===== src/include/icache_settings.svh =====
`ifndef ICACHE_SETTINGS_SVH
`define ICACHE_SETTINGS_SVH

// fetch address, physical
`define ICACHE_ADDR_W   32

// byte offset inside a 64-byte line
`define ICACHE_OFFSET_W 6

// set index, 64 sets
`define ICACHE_INDEX_W  6
`define ICACHE_SETS     64

// whatever is left above index and offset
`define ICACHE_TAG_W    (`ICACHE_ADDR_W - `ICACHE_INDEX_W - `ICACHE_OFFSET_W)

// one full line as memory returns it
`define ICACHE_LINE_W   512

// packet handed to the fetch stage
`define ICACHE_FETCH_W  64

`endif


===== src/logic/icache_pkg.sv =====
`include "icache_settings.svh"

package icache_pkg;

    // controller states
    typedef enum logic [1:0] {
        IDLE   = 2'd0,
        LOOKUP = 2'd1, // store read done, compare tags
        MISS   = 2'd2, // line request out, waiting on memory
        REFILL = 2'd3
    } icache_state_e;

    typedef logic [`ICACHE_TAG_W-1:0]   tag_t;
    typedef logic [`ICACHE_INDEX_W-1:0] index_t;
    typedef logic [`ICACHE_LINE_W-1:0]  line_t;

endpackage


===== src/logic/icache_tagv_ram.sv =====
`timescale 1ns/1ps
`include "icache_settings.svh"

module icache_tagv_ram (
    input  logic               clk,
    input  logic               rstn,
    input  icache_pkg::index_t i_rindex,
    input  icache_pkg::index_t i_windex,
    input  logic [1:0]         i_we,
    input  icache_pkg::tag_t   i_wtag,
    output icache_pkg::tag_t   o_tag0,
    output icache_pkg::tag_t   o_tag1,
    output logic               o_valid0,
    output logic               o_valid1
);
    import icache_pkg::*;

    tag_t                    tag_mem [2][`ICACHE_SETS];
    logic [`ICACHE_SETS-1:0] valid_q [2]; // flops, so reset can clear them
    tag_t                    tag_rd [2];
    logic [1:0]              valid_rd;

    always_ff @(posedge clk) begin
        for (int w = 0; w < 2; w++) begin
            if (i_we[w]) begin
                tag_mem[w][i_windex] <= i_wtag;
            end
            tag_rd[w] <= tag_mem[w][i_rindex];
        end
    end

    // valid bits, set on refill only
    always_ff @(posedge clk) begin
        if (!rstn) begin
            for (int w = 0; w < 2; w++) begin
                valid_q[w] <= '0;
            end
            valid_rd <= '0;
        end else begin
            for (int w = 0; w < 2; w++) begin
                if (i_we[w]) begin
                    valid_q[w][i_windex] <= 1'b1;
                end
                valid_rd[w] <= valid_q[w][i_rindex];
            end
        end
    end

    assign o_tag0   = tag_rd[0];
    assign o_tag1   = tag_rd[1];
    assign o_valid0 = valid_rd[0];
    assign o_valid1 = valid_rd[1];

endmodule


===== config.mk =====
export PLATFORM = sky130hd
export DESIGN_NAME = icache_tagv_ram
export DESIGN_NICKNAME = d
export VERILOG_FILES = /design/src/logic/icache_pkg.sv /design/src/logic/icache_tagv_ram.sv
export VERILOG_INCLUDE_DIRS = /design/src /design/src/include
export SDC_FILE = /design/constraint.sdc
export NUM_CORES = 2
export LEC_CHECK = 0
export BUFFER_PORTS_ARGS = -buffer_cell sky130_fd_sc_hd__buf_2
export CAP_MARGIN = 20
export CELL_PAD_IN_SITES_DETAIL_PLACEMENT = 1
export CELL_PAD_IN_SITES_GLOBAL_PLACEMENT = 2
export CORE_ASPECT_RATIO = 2
export CORE_UTILIZATION = 30
export CTS_CLUSTER_SIZE = 16
export DETAILED_ROUTE_END_ITERATION = 10
export GPL_ROUTABILITY_DRIVEN = 0
export PLACE_DENSITY_LB_ADDON = 0.1
export SYNTH_ARGS = -nofsm -noshare
export SYNTH_HDL_FRONTEND = slang
export SYNTH_SLANG_ARGS = --single-unit

===== constraint.sdc =====
create_clock -name clk -period 8.2 [get_ports clk]
set_input_delay 1.64 -clock clk [delete_from_list [all_inputs] [get_ports clk]]
set_output_delay 1.64 -clock clk [all_outputs]
set_load 0.01 [all_outputs]

Word-level counts from Yosys, hierarchy flattened
Memories as Yosys holds them, arrays and structs flattened.
Cells that the tools add are included.
- memory bits (writable): 2728
- flip-flop bits (word level): 2
- logic and storage cells: 293
- memories kept: 3
- bitwise logic cells: 130
- mux-type cells: 151
- reduce and logical (&&, ||, !) cells: 2
- magnitude comparators: 6
- memory list (memory ; words ; width ; rd ports ; clocked after Yosys merged registers in ; write ports ; RTL line ; text):
    tag_mem ; 2 ; 1280 ; 2 ; 0 ; 2 ; icache_tagv_ram.sv:18 ; tag_t tag_mem [2][`ICACHE_SETS];
    valid_q ; 2 ; 64 ; 2 ; 0 ; 2 ; icache_tagv_ram.sv:19 ; logic [`ICACHE_SETS-1:0] valid_q [2];
    tag_rd ; 2 ; 20 ; 2 ; 0 ; 2 ; icache_tagv_ram.sv:20 ; tag_t tag_rd [2];
- operator list (operator ; count):
    two-way mux 1280 bit ; 2
    binary-select mux 20 bit (select 6 bit) ; 2
    two-way mux 1 bit ; 136
    two-way mux 64 bit ; 2
    bitwise OR 1 bit ; 128
    demux 20 bit (select 6 bit) ; 1
    two-way mux 20 bit ; 5
    greater-or-equal comparator 7 bit (second input constant) ; 2
    < comparator 6 x 7 -> 1 bit (second input constant) ; 2
    inverter 6 -> 7 bit ; 2
    binary-select mux 1 bit (select 6 bit) ; 2
    < comparator 7 x 1 -> 1 bit (second input constant) ; 1
    demux 1 bit (select 6 bit) ; 1
    greater-or-equal comparator 6 x 1 -> 1 bit (second input constant) ; 1
    logical AND 1 bit ; 2

Logic depth before layout (Yosys ltp)
- depth after elaboration: 6
- gate-level depth with buffers: 9
- gate-level depth less buffers: 5

Least setup slack after synthesis
No wires, ideal clock.
- path type: input -> register
- start point: in rstn
- end point: mem valid_q[0][0] in the netlist's numbering, data pin
- arrival: 4929 ps
- slack: 2476 ps
- library setup time: 795 ps
- stages on the path: 3
- cell sequence: clkbuf_1 inv_1 nor2_1
- RTL lines (element ; RTL line ; text):
    start: declaration ; icache_tagv_ram.sv:6 ; input logic rstn,
    end: declaration ; icache_tagv_ram.sv:19 ;

==> metrics.csv <==
metric;value;unit
clkSinkCount;2730;
numCtsBuffers;266;
timing_hold_violations_final;0;
layout-drive-gt1-share;29.1;%
clock_latency;900;ps
synthSimpleGateAreaFrac;1.48;%
p_clk_share;41.5;%
tightest_slew;1110;ps
p_per_area;247;nW/um^2
synth_seq_cells;2730;
grt_pass1_wl;480000;um
start_kind;primary input;
coreArea;343000;sq um
relSlewSlack;25.5;%
layout.nets;5006;
drt_pre_antenna_iters;7;
seqPwrFrac;52.8;%
num_rows;304;
via_per_inst;5.04;
dieArea;348000;sq um
clk_pin_slew;70;ps
die_h;833;um
fp.dieW;418;um
track_usage;20.2;%
switching_share;22.6;%
drv_slew;0;
fin_cells;9782;
status;finished, final reports clean;
synth_cell_types;40;
p_sw;6.69;mW
synth_top_cell_area_share;77.9;%
utilization;34.9;%
synth_top_area_cell;edfxtp_1;
avgSynthCellArea;22.2;sq um
dp_hpwl;218000;um
syn_area;104000;sq um
grt-ovfl-total;0;
clock.fmax;212;MHz
grt_pass1_vias;54700;
postCtsSetupBuffers;0;
p_comb_share;5.7;%
yosysWarnings;0;
synth_xor_area_share;0;%
fin_crit;4720;ps
cts-hold-fix-buffers;0;
clockRootBuffer;clkbuf_16;
synth_mux_area_share;14.6;%
synth-async-reset-ratio;0;%
vias;49300;
worst-setup-path-type;in2reg;
hold-worst-slack;797;ps
synth_edf_count;2688;
cts_max_path_buffers;4;
drtAntennaViolNets;0;
synth_fp_nets;4698;
routed_wl;352000;um
cts_tree;done;
syn_to_final_growth;15.5;%
p_leak;36.7;nW
port_buffers;77;
h-tree-depth;5;
min_path_type;reg2reg;
start_util;30.2;%
critPathArrivalTime;5440;ps
finalSetupTns;0;ps
p_int;22.8;mW
synth_top_family_by_area;multiplexers;
first_iter_violations;3356;
synthFlopType;edfxtp_1;
synth-adder-area-share;0;%
finClkSkew;43.6;ps
ys_seq_area_share;78.7;%
cp_data_required_time;8910;ps
drc;0;
syn_inst;4662;
fin_crit_sh;57.6;%
crit_fanout;83;
rsz0062_at_grt;false;
grt_max_degree;123;
dp.cells;9289;
fillers;33200;
synthTopCellsByArea;edfxtp_1 (78%), mux4_2 (14%), a22oi_1 (1.2%), dfxtp_1 (0.81%), o21ai_0 (0.77%);
worstSetupEndpointType;flop;
cts_resized;0;
synth_compound_area_share;3.79;%
ios;78;
grt_antenna_before_repair;33;
finalSetupViolCount;0;
wl_per_cell;36.0;um
ir_drop;0.148;mV
maxCapViolCount;0;
## layout by cell type (no fill, tap or decap), types with 16 or more instances in the layout
| cell type | instances |
|---|---|
| buf_2 | 53 |
| mux4_2 | 642 |
| a22oi_1 | 167 |
| clkinv_1 | 32 |
| nor2_4 | 31 |
| nor2_2 | 103 |
| o22ai_1 | 25 |
| mux2i_1 | 60 |
| clkbuf_16 | 275 |
| clkinv_2 | 31 |
| a21oi_1 | 50 |
| diode_2 | 29 |
| clkbuf_8 | 16 |
| buf_12 | 21 |
| a221oi_1 | 36 |
| nand2_1 | 52 |
| or4_1 | 17 |
| nand3_1 | 49 |
| buf_4 | 259 |
| edfxtp_1 | 2688 |
| dfxtp_1 | 42 |
| clkbuf_1 | 74 |
| a22o_1 | 91 |
| o21ai_0 | 139 |
| o221ai_1 | 16 |
| nor2_1 | 38 |
## final timing paths
kind / slack [ps] / endpoint / cells after the start / start
hold reg to reg: 800 / valid_rd[0]$_SDFF_PN0_ / 4 / valid_q[0][33]$_DFFE_PP_
setup reg to reg: 5560 / tag_rd[0][16]$_DFF_P_ / 5 / tag_mem[0][156]$_DFFE_PP_
setup / recovery: 3480 / tag_rd[0][34]$_DFF_P_ / 8 / i_rindex[0]
hold / removal: 800 / valid_rd[0]$_SDFF_PN0_ / 4 / valid_q[0][33]$_DFFE_PP_
## sequential cells by signal (all words and copies together) (netlist names)
signal,cells
valid_rd,2
tag_mem,2560
valid_q,128
tag_rd,40
## worst max-delay path, cell delays in order
cell and delay [ps]:
buf_12 480, buf_12 340, buf_4 550, mux4_2 580, a22oi_1 300, nand3_1 230
nand2_1 790, a21oi_1 100
## synthesized netlist by cell type (6+ instances only)
| master | n |
|---|---|
| edfxtp_1 | 2688 |
| nand3_1 | 49 |
| o221ai_1 | 16 |
| and3_1 | 6 |
| a2bb2oi_1 | 6 |
| buf_1 | 18 |
| nand2b_1 | 10 |
| mux2_2 | 9 |
| buf_2 | 76 |
| nor2_1 | 172 |
| buf_4 | 17 |
| buf_6 | 11 |
| o22ai_1 | 25 |
| a221oi_1 | 40 |
| a22o_1 | 91 |
| mux2i_1 | 60 |
| clkbuf_1 | 178 |
| mux4_2 | 642 |
| a22oi_1 | 167 |
| or4_1 | 17 |
| inv_1 | 12 |
| nor2b_1 | 11 |
| o21ai_0 | 160 |
| a211oi_1 | 7 |
| nand2_1 | 53 |
| a21oi_1 | 50 |
| dfxtp_1 | 42 |
| nand3b_1 | 8 |
## routing by layer
metal / vias up / global-route usage [%] / part of all wire [%]
met5: - / 0 / 0.0071
met4: 4 / 6.05 / 3.0
met3: 344 / 2.07 / 2.7
met2: 831 / 40.3 / 58
met1: 27700 / 22.0 / 36
li1: 20400 / - / -
## power groups by stage
stage          registers (mW)  clock network [mW]  logic [mW]
3_5_place_dp             15.9                   0        1.76
5_1_grt                  15.6                13.0        1.78
6_report                 15.6                12.2        1.68
3_3_place_gp             15.9                   0        1.74
4_1_cts                  15.6                12.6        1.76
2_1_floorplan            15.9                   0       0.773
## kinds of logic after synthesis
family,Yosys count
compound gates,570
buf+inv,312
flops,2730
mux,711
simple gates,339
## stage by stage
step           setup slack [ps]  area, sq um  power, mW
2_1_floorplan              2480       104000       16.6
5_1_grt                    3280       120000       30.4
3_3_place_gp               1840       111000       17.6
3_5_place_dp               2520       111000       17.7
4_1_cts                    3490       120000       30.0
6_report                   3480       120000       29.5
## cell type report
cell class | count | area [sq um] | share of cell area [%]
flip-flops and latches | 2730 | 81600 | 68.2
multi-input cells | 1620 | 21200 | 17.7
clock buffers | 365 | 7380 | 6.17
well taps | 4590 | 5740 | 4.80
repair buffers | 340 | 2750 | 2.30
clock inverters | 96 | 903 | 0.755
diodes | 29 | 72.6 | 0.0606
inverters | 12 | 45.0 | 0.0376
(Power assumes the default switching activity.)
