--- src/include/icache_settings.svh ---
`ifndef ICACHE_SETTINGS_SVH
`define ICACHE_SETTINGS_SVH

// fetch address, physical
`define ICACHE_ADDR_W   32

// byte offset inside a 64-byte line
`define ICACHE_OFFSET_W 6

// set index, 64 sets
`define ICACHE_INDEX_W  6
`define ICACHE_SETS     64

// whatever is left above index and offset
`define ICACHE_TAG_W    (`ICACHE_ADDR_W - `ICACHE_INDEX_W - `ICACHE_OFFSET_W)

// one full line as memory returns it
`define ICACHE_LINE_W   512

// packet handed to the fetch stage
`define ICACHE_FETCH_W  64

`endif

--- src/logic/icache_pkg.sv ---
`include "icache_settings.svh"

package icache_pkg;

    // controller states
    typedef enum logic [1:0] {
        IDLE   = 2'd0,
        LOOKUP = 2'd1, // store read done, compare tags
        MISS   = 2'd2, // line request out, waiting on memory
        REFILL = 2'd3
    } icache_state_e;

    typedef logic [`ICACHE_TAG_W-1:0]   tag_t;
    typedef logic [`ICACHE_INDEX_W-1:0] index_t;
    typedef logic [`ICACHE_LINE_W-1:0]  line_t;

endpackage

--- src/logic/icache_lru.sv ---
`timescale 1ns/1ps
`include "icache_settings.svh"

module icache_lru (
    input  logic               clk,
    input  logic               rstn,
    input  icache_pkg::index_t i_index,
    input  logic               i_touch,
    input  logic               i_touch_way,
    output logic               o_victim
);

    // one bit per set, way used last
    logic [`ICACHE_SETS-1:0] mru_q;

    always_ff @(posedge clk) begin
        if (!rstn) begin
            mru_q <= '0;
        end else if (i_touch) begin
            mru_q[i_index] <= i_touch_way;
        end
    end

    // two ways, so the victim is simply the other one
    assign o_victim = ~mru_q[i_index];

endmodule

--- config.mk ---
export PLATFORM = sky130hd
export DESIGN_NAME = icache_lru
export DESIGN_NICKNAME = d
export VERILOG_FILES = /design/src/logic/icache_pkg.sv /design/src/logic/icache_lru.sv
export VERILOG_INCLUDE_DIRS = /design/src /design/src/include
export SDC_FILE = /design/constraint.sdc
export NUM_CORES = 1
export LEC_CHECK = 0
export ABC_AREA = 1
export ABC_CLOCK_PERIOD_IN_PS = 1320
export BUFFER_PORTS_ARGS = -buffer_cell sky130_fd_sc_hd__buf_2
export CAP_MARGIN = 20
export CELL_PAD_IN_SITES_DETAIL_PLACEMENT = 0
export CELL_PAD_IN_SITES_GLOBAL_PLACEMENT = 1
export CORE_MARGIN = 3
export CORE_UTILIZATION = 45
export CTS_CLUSTER_DIAMETER = 200
export DETAILED_ROUTE_END_ITERATION = 8
export HOLD_SLACK_MARGIN = 0.05
export PLACE_DENSITY_LB_ADDON = 0.1
export SYNTH_ARGS = -nofsm -noshare
export SYNTH_HDL_FRONTEND = slang
export SYNTH_SLANG_ARGS = --single-unit
--- constraint.sdc ---
create_clock -name clk -period 1.32 [get_ports clk]
set_clock_uncertainty 0.1 [all_clocks]
set_input_delay 0 -clock clk [delete_from_list [all_inputs] [get_ports clk]]
set_output_delay 0 -clock clk [all_outputs]
set_load 0.005 [all_outputs]
* After elaboration in Yosys (flattened, before gate mapping) *
Cells that the tools add are included.

word-level totals
  register bits after elaboration = 64
  bits in latches = 0
  RAM bits = 0
  ROM bits = 0
  memories = 0
  output and inout bits = 1
  word-level logic and storage cells = 10
  input port bits = 10

cells by class
  shift operators = 0
  eq/ne operators = 0
  add/sub/neg operators = 0
  reductions and logical operators = 1
  bitwise operators = 1
  mux-type cells = 5
  multiply operators = 0
  div/mod/pow operators = 0
  magnitude comparators = 2

operators by type and width
  cell                                                               count
  bitwise mux 64 bit                                                 1
  < comparator 6 x 7 -> 1 bit, second input constant                 1
  binary-select mux 1 bit (select 6 bit)                             1
  demux 1 bit (select 6 bit)                                         1
  greater-or-equal comparator 6 x 1 -> 1 bit, second input constant  1
  2-to-1 mux 1 bit                                                   2
  logical AND 1 bit                                                  1
  NOT 1 bit                                                          1

* Depth between registers and ports, before layout *
Gate-level depths: netlist of run 1.

  depth in word-level cells = 5
  gate-level depth with buffers = 13

* Worst setup path after synthesis of run 1 *
Ideal clock, no wire load.

  kind = input-to-reg
  from = input i_index[2]
  to = register mru_q[13]
  slack = 0.258 ns
  data arrival time = 0.843 ns
  data required time = 1.101 ns
  stages on the path = 8
  path buffers = 1
  setup time = 0.119 ns
  cells stage by stage = buf_6 > inv_2 > nor2_4 > nand3_2 > inv_2 > nand2_1 > o21ai_0 > a21oi_1

on the way
  cells in the longest elaborated chain, start to end = 5

RTL lines
  item                                                                                                                    line              text
  from (decl)                                                                                                             icache_lru.sv:7   input icache_pkg::index_t i_index,
  < comparator 6 x 7 -> 1 bit (not written as such) / greater-or-equal comparator 6 x 1 -> 1 bit (equally long branches)  icache_lru.sv:20  mru_q[i_index] <= i_touch_way;
  logical AND 1 bit (not written as such)                                                                                 icache_lru.sv:20
  2-to-1 mux 1 bit (not written as such)                                                                                  icache_lru.sv:20
  demux 1 bit (select 6 bit) *                                                                                            icache_lru.sv:20
  bitwise mux 64 bit *                                                                                                    icache_lru.sv:20
  to (signal, indexed assignment)                                                                                         icache_lru.sv:20
  to (decl)                                                                                                               icache_lru.sv:14  logic [`ICACHE_SETS-1:0] mru_q;

Every way passes the cells marked *; elsewhere a longest branch is shown, timed or not.
A chain may end at the register's enable or synchronous reset.

* Worst setup path in the final report of run 1 *
  from = register mru_q[53]
  to = output o_victim

on the way
  cells in the longest elaborated chain, start to end = 3

RTL lines
  item                                    line              text
  binary-select mux 1 bit (select 6 bit)  icache_lru.sv:25  assign o_victim = ~mru_q[i_index];
  2-to-1 mux 1 bit (not written as such)  icache_lru.sv:25
  NOT 1 bit                               icache_lru.sv:25
  to (decl)                               icache_lru.sv:10  output logic o_victim

Every way passes these cells. The select of a mux whose other input is x is not followed.

==> results of run 1 <==
layout by cell type, fill, tap and decap left out, types with 4 or more instances in the layout:
cell	count
o21ai_0	51
nand2_1	137
nand4_1	4
inv_2	9
nor3_1	19
dfxtp_1	56
nor2_4	4
dfxtp_2	8
clkbuf_8	12
clkinv_1	4
buf_12	5
nor2_1	4
a21oi_1	64
buf_4	36
inv_1	35
buf_2	10
nand3_1	64
nand3_2	4
cells by family (layout without fill, tap and decap cells):
group                  count (synthesis)  count (layout)  synth area share [%]
and+or+nand+nor                      245             245                 34.54
DFF                                   64              64                 37.30
buffers and inverters                 78             122                 10.75
AOI/OAI and AO/OA                    119             119                 17.41
layout make-up:
type / count / share of cell area [%]
Clock inverter: 4 / 0.6803
Clock buffer: 12 / 4.082
Timing Repair Buffer: 52 / 10.64
Sequential cell: 64 / 31.91
Inverter: 54 / 5.535
Tap cell: 99 / 3.061
Multi-Input combinational cell: 364 / 44.09
layer usage:
layer | track usage [%] | wire length (microns)
met1 | 31.88 | 4707
met2 | 41.57 | 4857
met3 | 5.310 | 416
met4 | 8.425 | 196
met5 | 0 | 0
power by group through the flow:
stage                     clock (mW)  sequential (mW)  combinational (mW)
after floorplan                    0             1.99               0.336
after global placement             0             1.99               0.540
after detailed placement           0             1.99               0.542
after CTS                       1.67             1.94               0.546
after global routing            1.76             1.94               0.605
final                           1.64             1.94               0.546
what timing repair did:
item | in CTS | in global routing
gates cloned | 0 | 0
buffers inserted | 0 | 0
setup endpoints to repair | 1 | 1
pin swaps | 1 | 1
gates resized for setup | 6 | 4
endpoints found under the hold margin | 12 | 0
hold buffers | 1 | 0
critical path, cell delays in order, from the launching register on:
cell and delay (ns):
dfxtp_1 0.33, inv_1 0.05, nand2_1 0.05, nand2_1 0.06
nand2_1 0.06, nand2_1 0.05, nand2_1 0.05, nand2_1 0.05
nand2_1 0.05, nand2_1 0.06, nor2_1 0.10, nand2_1 0.06
buf_2 0.12
how the worst max path moves through the flow:
stage	startpoint	endpoint	slack, ns	depth (start not counted)
after floorplan	i_index[2]	mru_q[13]	0.26	8
after global placement	i_index[2]	o_victim	0.06	11
after detailed placement	i_index[4]	mru_q[22]	0.04	7
after CTS	mru_q[54]	o_victim	-0.19	12
after global routing	mru_q[15]	o_victim	-0.35	12
final	mru_q[53]	o_victim	-0.19	12
stage by stage:
| step | instance area [sq um] | power, mW | setup TNS (ns) | hold slack [ns] |
|---|---|---|---|---|
| after floorplan | 3435 | 2.323 | 0 | 0.03837 |
| after global placement | 3834 | 2.529 | 0 | 0.2635 |
| after detailed placement | 3834 | 2.531 | 0 | 0.2673 |
| after CTS | 4044 | 4.164 | -0.1922 | 0.06341 |
| after global routing | 4046 | 4.310 | -0.3550 | 0.08362 |
| final | 4046 | 4.129 | -0.1932 | 0.06988 |
==> run metrics, run 1 <==
Yosys cell types=27; Worst Tran Pin Value=0.3146 ns; Post-Syn Area per Cell=6.788 sq um; Clk Tree Root Cell=clkbuf_8; clock power share=39.7%; gr usage total=24.94%; hold path start=i_index[4]; Worst EP required=1.22 ns; clock slew seen by the registers of the worst setup and hold paths=0.07 ns; htree depth=3; Via density=5.300; Worst VDD drop=0.6583 mV; final design utilization=55.20%; hold crit path type=in -> reg; Max Transition Viols Final=0; Crit. End Element=output pin; P_int=2.960 mW; Via Count=3,440; max_cap viols=0; final setup fails=1; total routed wirelength=10.18 mm; first-pass GRT wire length=16.85 mm; Register-to-Register Path Depth=2; deepest clock path buffer count=2; Lkg Pwr=1.580 nW; Initial Util=46.85%; Residual DRC=0; Net Sw Frac=28.33%; FP Rows=31; power share of the sequential group=47.1%; DRT Pass-1 Iters=4; Synth top area share=37.30%; Reg-to-Reg End=mru_q[16]; Largest register FFs=64; FF/Latch Area=1291 sq um; sequential area share after synthesis=37.30%; reg2reg setup slack=0.57 ns; Worst Hold End=mru_q[14]; largest register by flop count=mru_q; count leader, synth=nand2_1; PortBufs=10; post-DP HPWL=7.210 mm; slew margin rel.=79.00%; Mapped Nets=516; antenna-violating nets left=0; RSZ-0062 raised after global routing=yes; ANT cells=0; Area contributors post-synth=dfxtp_1, nand2_1, a21oi_1, nand3_1, o21ai_0; WL/cell=15.68 microns; Post-synth ARST share=0%; footprint of the multi-input gates=1784 sq um; vias in the first global route=3,364; DR iter-0 viols=200; status=finished with violations; Logic pwr share=13.2%; number of antenna violations at the first check in global routing=0; dpl cells=632; share of cells above drive strength 1=19.45%; CTS Buf Count=9; Final Non-Filler Cells=649; nets@finish=555; Power per Cell Area=1021 nW/um^2; Setup CP Type=reg -> out; fin crit share=114.6%; Final min period=1.513 ns; fmax=660.9 MHz; largest net degree at the start of global routing=65; PnR worst setup slack=-0.1932 ns; CTS Sinks=64; die area=8717 sq um; gr ovfl total=0; Fill cells=776; synthesis-to-finish area growth=17.81%; worst hold stages=5; flops & latches, synth=64; Routability Congestion=0.9378; Most used DFF post-synth=dfxtp_1; CTS tree=yes; Syn Inst Count=506; io pins=11; switching pwr=1.170 mW; final hold vios=0; Post-synth EDFFs=0; top cells by instance count after synthesis=nand2_1, a21oi_1, dfxtp_1, nand3_1, o21ai_0; cell taking the most area after synthesis=dfxtp_1; synthesized area=3435 sq um; RR Startpoint=mru_q[16]; Crit Path Max Fanout=2; failing checks=setup timing; top flop regs=mru_q: 64 flops; startpoint class of the critical path=flip-flop; Post-Place Worst Slack=0.04183 ns; core box area=7331 sq um; synth warn=0; Crit path arrival time=1.41 ns; Clk Latency, worst-skew pair=0.35 ns; DIE WIDTH=93.37 microns; Die H=93.37 microns
(Power assumes the default switching activity.)
==> inputs of run 2 (changes only) <==
--- a/config.mk
+++ b/config.mk
@@ -16,8 +16,10 @@
 export CORE_UTILIZATION = 45
 export CTS_CLUSTER_DIAMETER = 200
 export DETAILED_ROUTE_END_ITERATION = 8
+export GPL_ROUTABILITY_DRIVEN = 0
 export HOLD_SLACK_MARGIN = 0.05
 export PLACE_DENSITY_LB_ADDON = 0.1
+export RECOVER_POWER = 50
 export SYNTH_ARGS = -nofsm -noshare
 export SYNTH_HDL_FRONTEND = slang
 export SYNTH_SLANG_ARGS = --single-unit
==> run 2 against run 1 <==
The run still ends with setup timing left. Critical path depth did not move. Count of clock-buffer cells in the layout did not move. Sequential power barely moved. Sequential cell count did not move. Total power fell by 0.36%. Core utilization fell by 0.53 points. Global-route usage did not move. Sequential share of layout area rose by 0.31 points.
==> run metrics, run 2 (same netlist as run 1, synthesis figures left out) <==
DIE WIDTH=93.37 microns; Worst Hold End=mru_q[14]; htree depth=3; DRT Pass-1 Iters=4; Post-Place Worst Slack=0.04183 ns; share of cells above drive strength 1=18.36%; Max Transition Viols Final=0; top flop regs=mru_q: 64 flops; Power per Cell Area=1027 nW/um^2; buffers and inverters on the worst path=2; fmax=661.7 MHz; slowest stage delay, CP=0.34 ns; failing checks=setup timing; RSZ-0062 raised after global routing=yes; nets@finish=555; Worst Tran Pin Value=0.4413 ns; clock slew seen by the registers of the worst setup and hold paths=0.07 ns; Lkg Pwr=1.573 nW; Final Non-Filler Cells=649; deepest clock path buffer count=2; Clk Latency, worst-skew pair=0.35 ns; Residual DRC=0; Slowest cell on crit path=dfxtp_1; CTS tree=yes; fin crit share=114.5%; CTS Sinks=64; final setup fails=1; reg2reg setup slack=0.57 ns; Reg-to-Reg End=mru_q[16]; startpoint class of the critical path=flip-flop; commonest non-fill, non-tap cells in the layout=nand2_1, nand3_1, a21oi_1; RR Startpoint=mru_q[16]; post-DP HPWL=7.210 mm; die area=8717 sq um; core box area=7331 sq um; gr usage total=24.94%; max_cap viols=0; Largest register FFs=64; gr ovfl total=0; Worst EP required=1.22 ns; worst hold stages=5; hold crit path type=in -> reg; status=finished with violations; DR iter-0 viols=181; ANT cells=0; largest register by flop count=mru_q; Sum Neg Setup Slack=-0.1913 ns; Crit Path Max Fanout=2; CTS Buf Count=9; total routed wirelength=10.18 mm; Crit path arrival time=1.41 ns; synthesis-to-finish area growth=16.68%; Tot Pwr=4.114 mW; Via density=5.350; slew margin rel.=70.58%; Crit. End Element=output pin; Post-CTS Setup Inserts=0; Final min period=1.511 ns; most common cell after layout, fill and taps aside=nand2_1; antenna-violating nets left=0; footprint of the multi-input gates=1754 sq um; Via Count=3,472; Die H=93.37 microns; vias in the first global route=3,364; number of antenna violations at the first check in global routing=0; final hold vios=0; Crit path top cell by count=nand2_1; io pins=11; dpl cells=632; first-pass GRT wire length=16.85 mm; top cell family by delay on the critical path=simple AND/OR/NAND/NOR gates; CP cell instances=inv_1 > nand2_1 > nand2_1 > nand2_1 > nand2_1 > nand2_1 > nand2_1 > nand2_1 > nand2_1 > nor2_1 > nand2_1 > buf_2; FF/Latch Area=1291 sq um; WL/cell=15.69 microns; FP Rows=31; hold path start=i_index[4]; Setup CP Type=reg -> out; Initial Util=46.85%; PortBufs=10; Worst VDD drop=0.6520 mV; Register-to-Register Path Depth=2; Fill cells=782; Clk Tree Root Cell=clkbuf_8; PnR worst setup slack=-0.1913 ns; final design utilization=54.67%; largest net degree at the start of global routing=65
[run 2: changes by cell type in the layout (fill, tap and decap cells not counted), sizes merged]
cell	before	now
clkinvlp	3	4
clkinv	9	8
buf	51	50
clkbuf	12	13
[run 2: per-layer routing]
metal / vias to the layer above / wire [microns] / part of all wire, % / global-route usage (%)
met1: 1620 / 4643 / 46 / 31.88
met4: 0 / 193 / 1.9 / 8.425
met3: 16 / 459 / 4.5 / 5.310
li1: 1760 / - / - / -
met2: 76 / 4885 / 48 / 41.57
met5: - / 0 / 0 / 0
[run 2: worst register-to-register path, stage by stage, from the launching register on]
cell,delay [ns]
dfxtp_1,0.35
o21ai_0,0.09
a21oi_1,0.15
[run 2: stage by stage]
stage	hold WS, ns	instance area, sq um
detailed placement	0.2673	3834
CTS	0.06341	4044
floorplan	0.03837	3435
global placement	0.2635	3834
global route	0.08517	4008
finish	0.07233	4008
[run 2: area by class of cell]
| class | instances | share of cell area [%] |
|---|---|---|
| Sequential cell | 64 | 32.22 |
| Inverter | 54 | 5.589 |
| Multi-Input combinational cell | 364 | 43.77 |
| Timing Repair Buffer | 52 | 10.52 |
| Clock buffer | 12 | 4.121 |
| Tap cell | 99 | 3.091 |
| Clock inverter | 4 | 0.6869 |
[run 2: timing repair]
item	4_1_cts	5_1_grt
hold buffers	1	0
pin swaps	1	1
endpoints found under the setup margin	1	1
hold endpoints to repair	12	0
gates resized for setup	6	4
[run 2: how the worst max path moves through the flow]
stage / startpoint / endpoint / slack (ns) / depth (start not counted)
final: mru_q[53] / o_victim / -0.19 / 12
after global routing: mru_q[15] / o_victim / -0.35 / 12
after CTS: mru_q[54] / o_victim / -0.19 / 12
after detailed placement: i_index[4] / mru_q[22] / 0.04 / 7
after global placement: i_index[2] / o_victim / 0.06 / 11
after floorplan: i_index[2] / mru_q[13] / 0.26 / 8
[run 2: power by group]
part | switching (mW) | total (mW) | internal [mW]
logic | 0.351 | 0.534 | 0.183
registers | 0.00436 | 1.94 | 1.94
clock network | 0.805 | 1.64 | 0.831
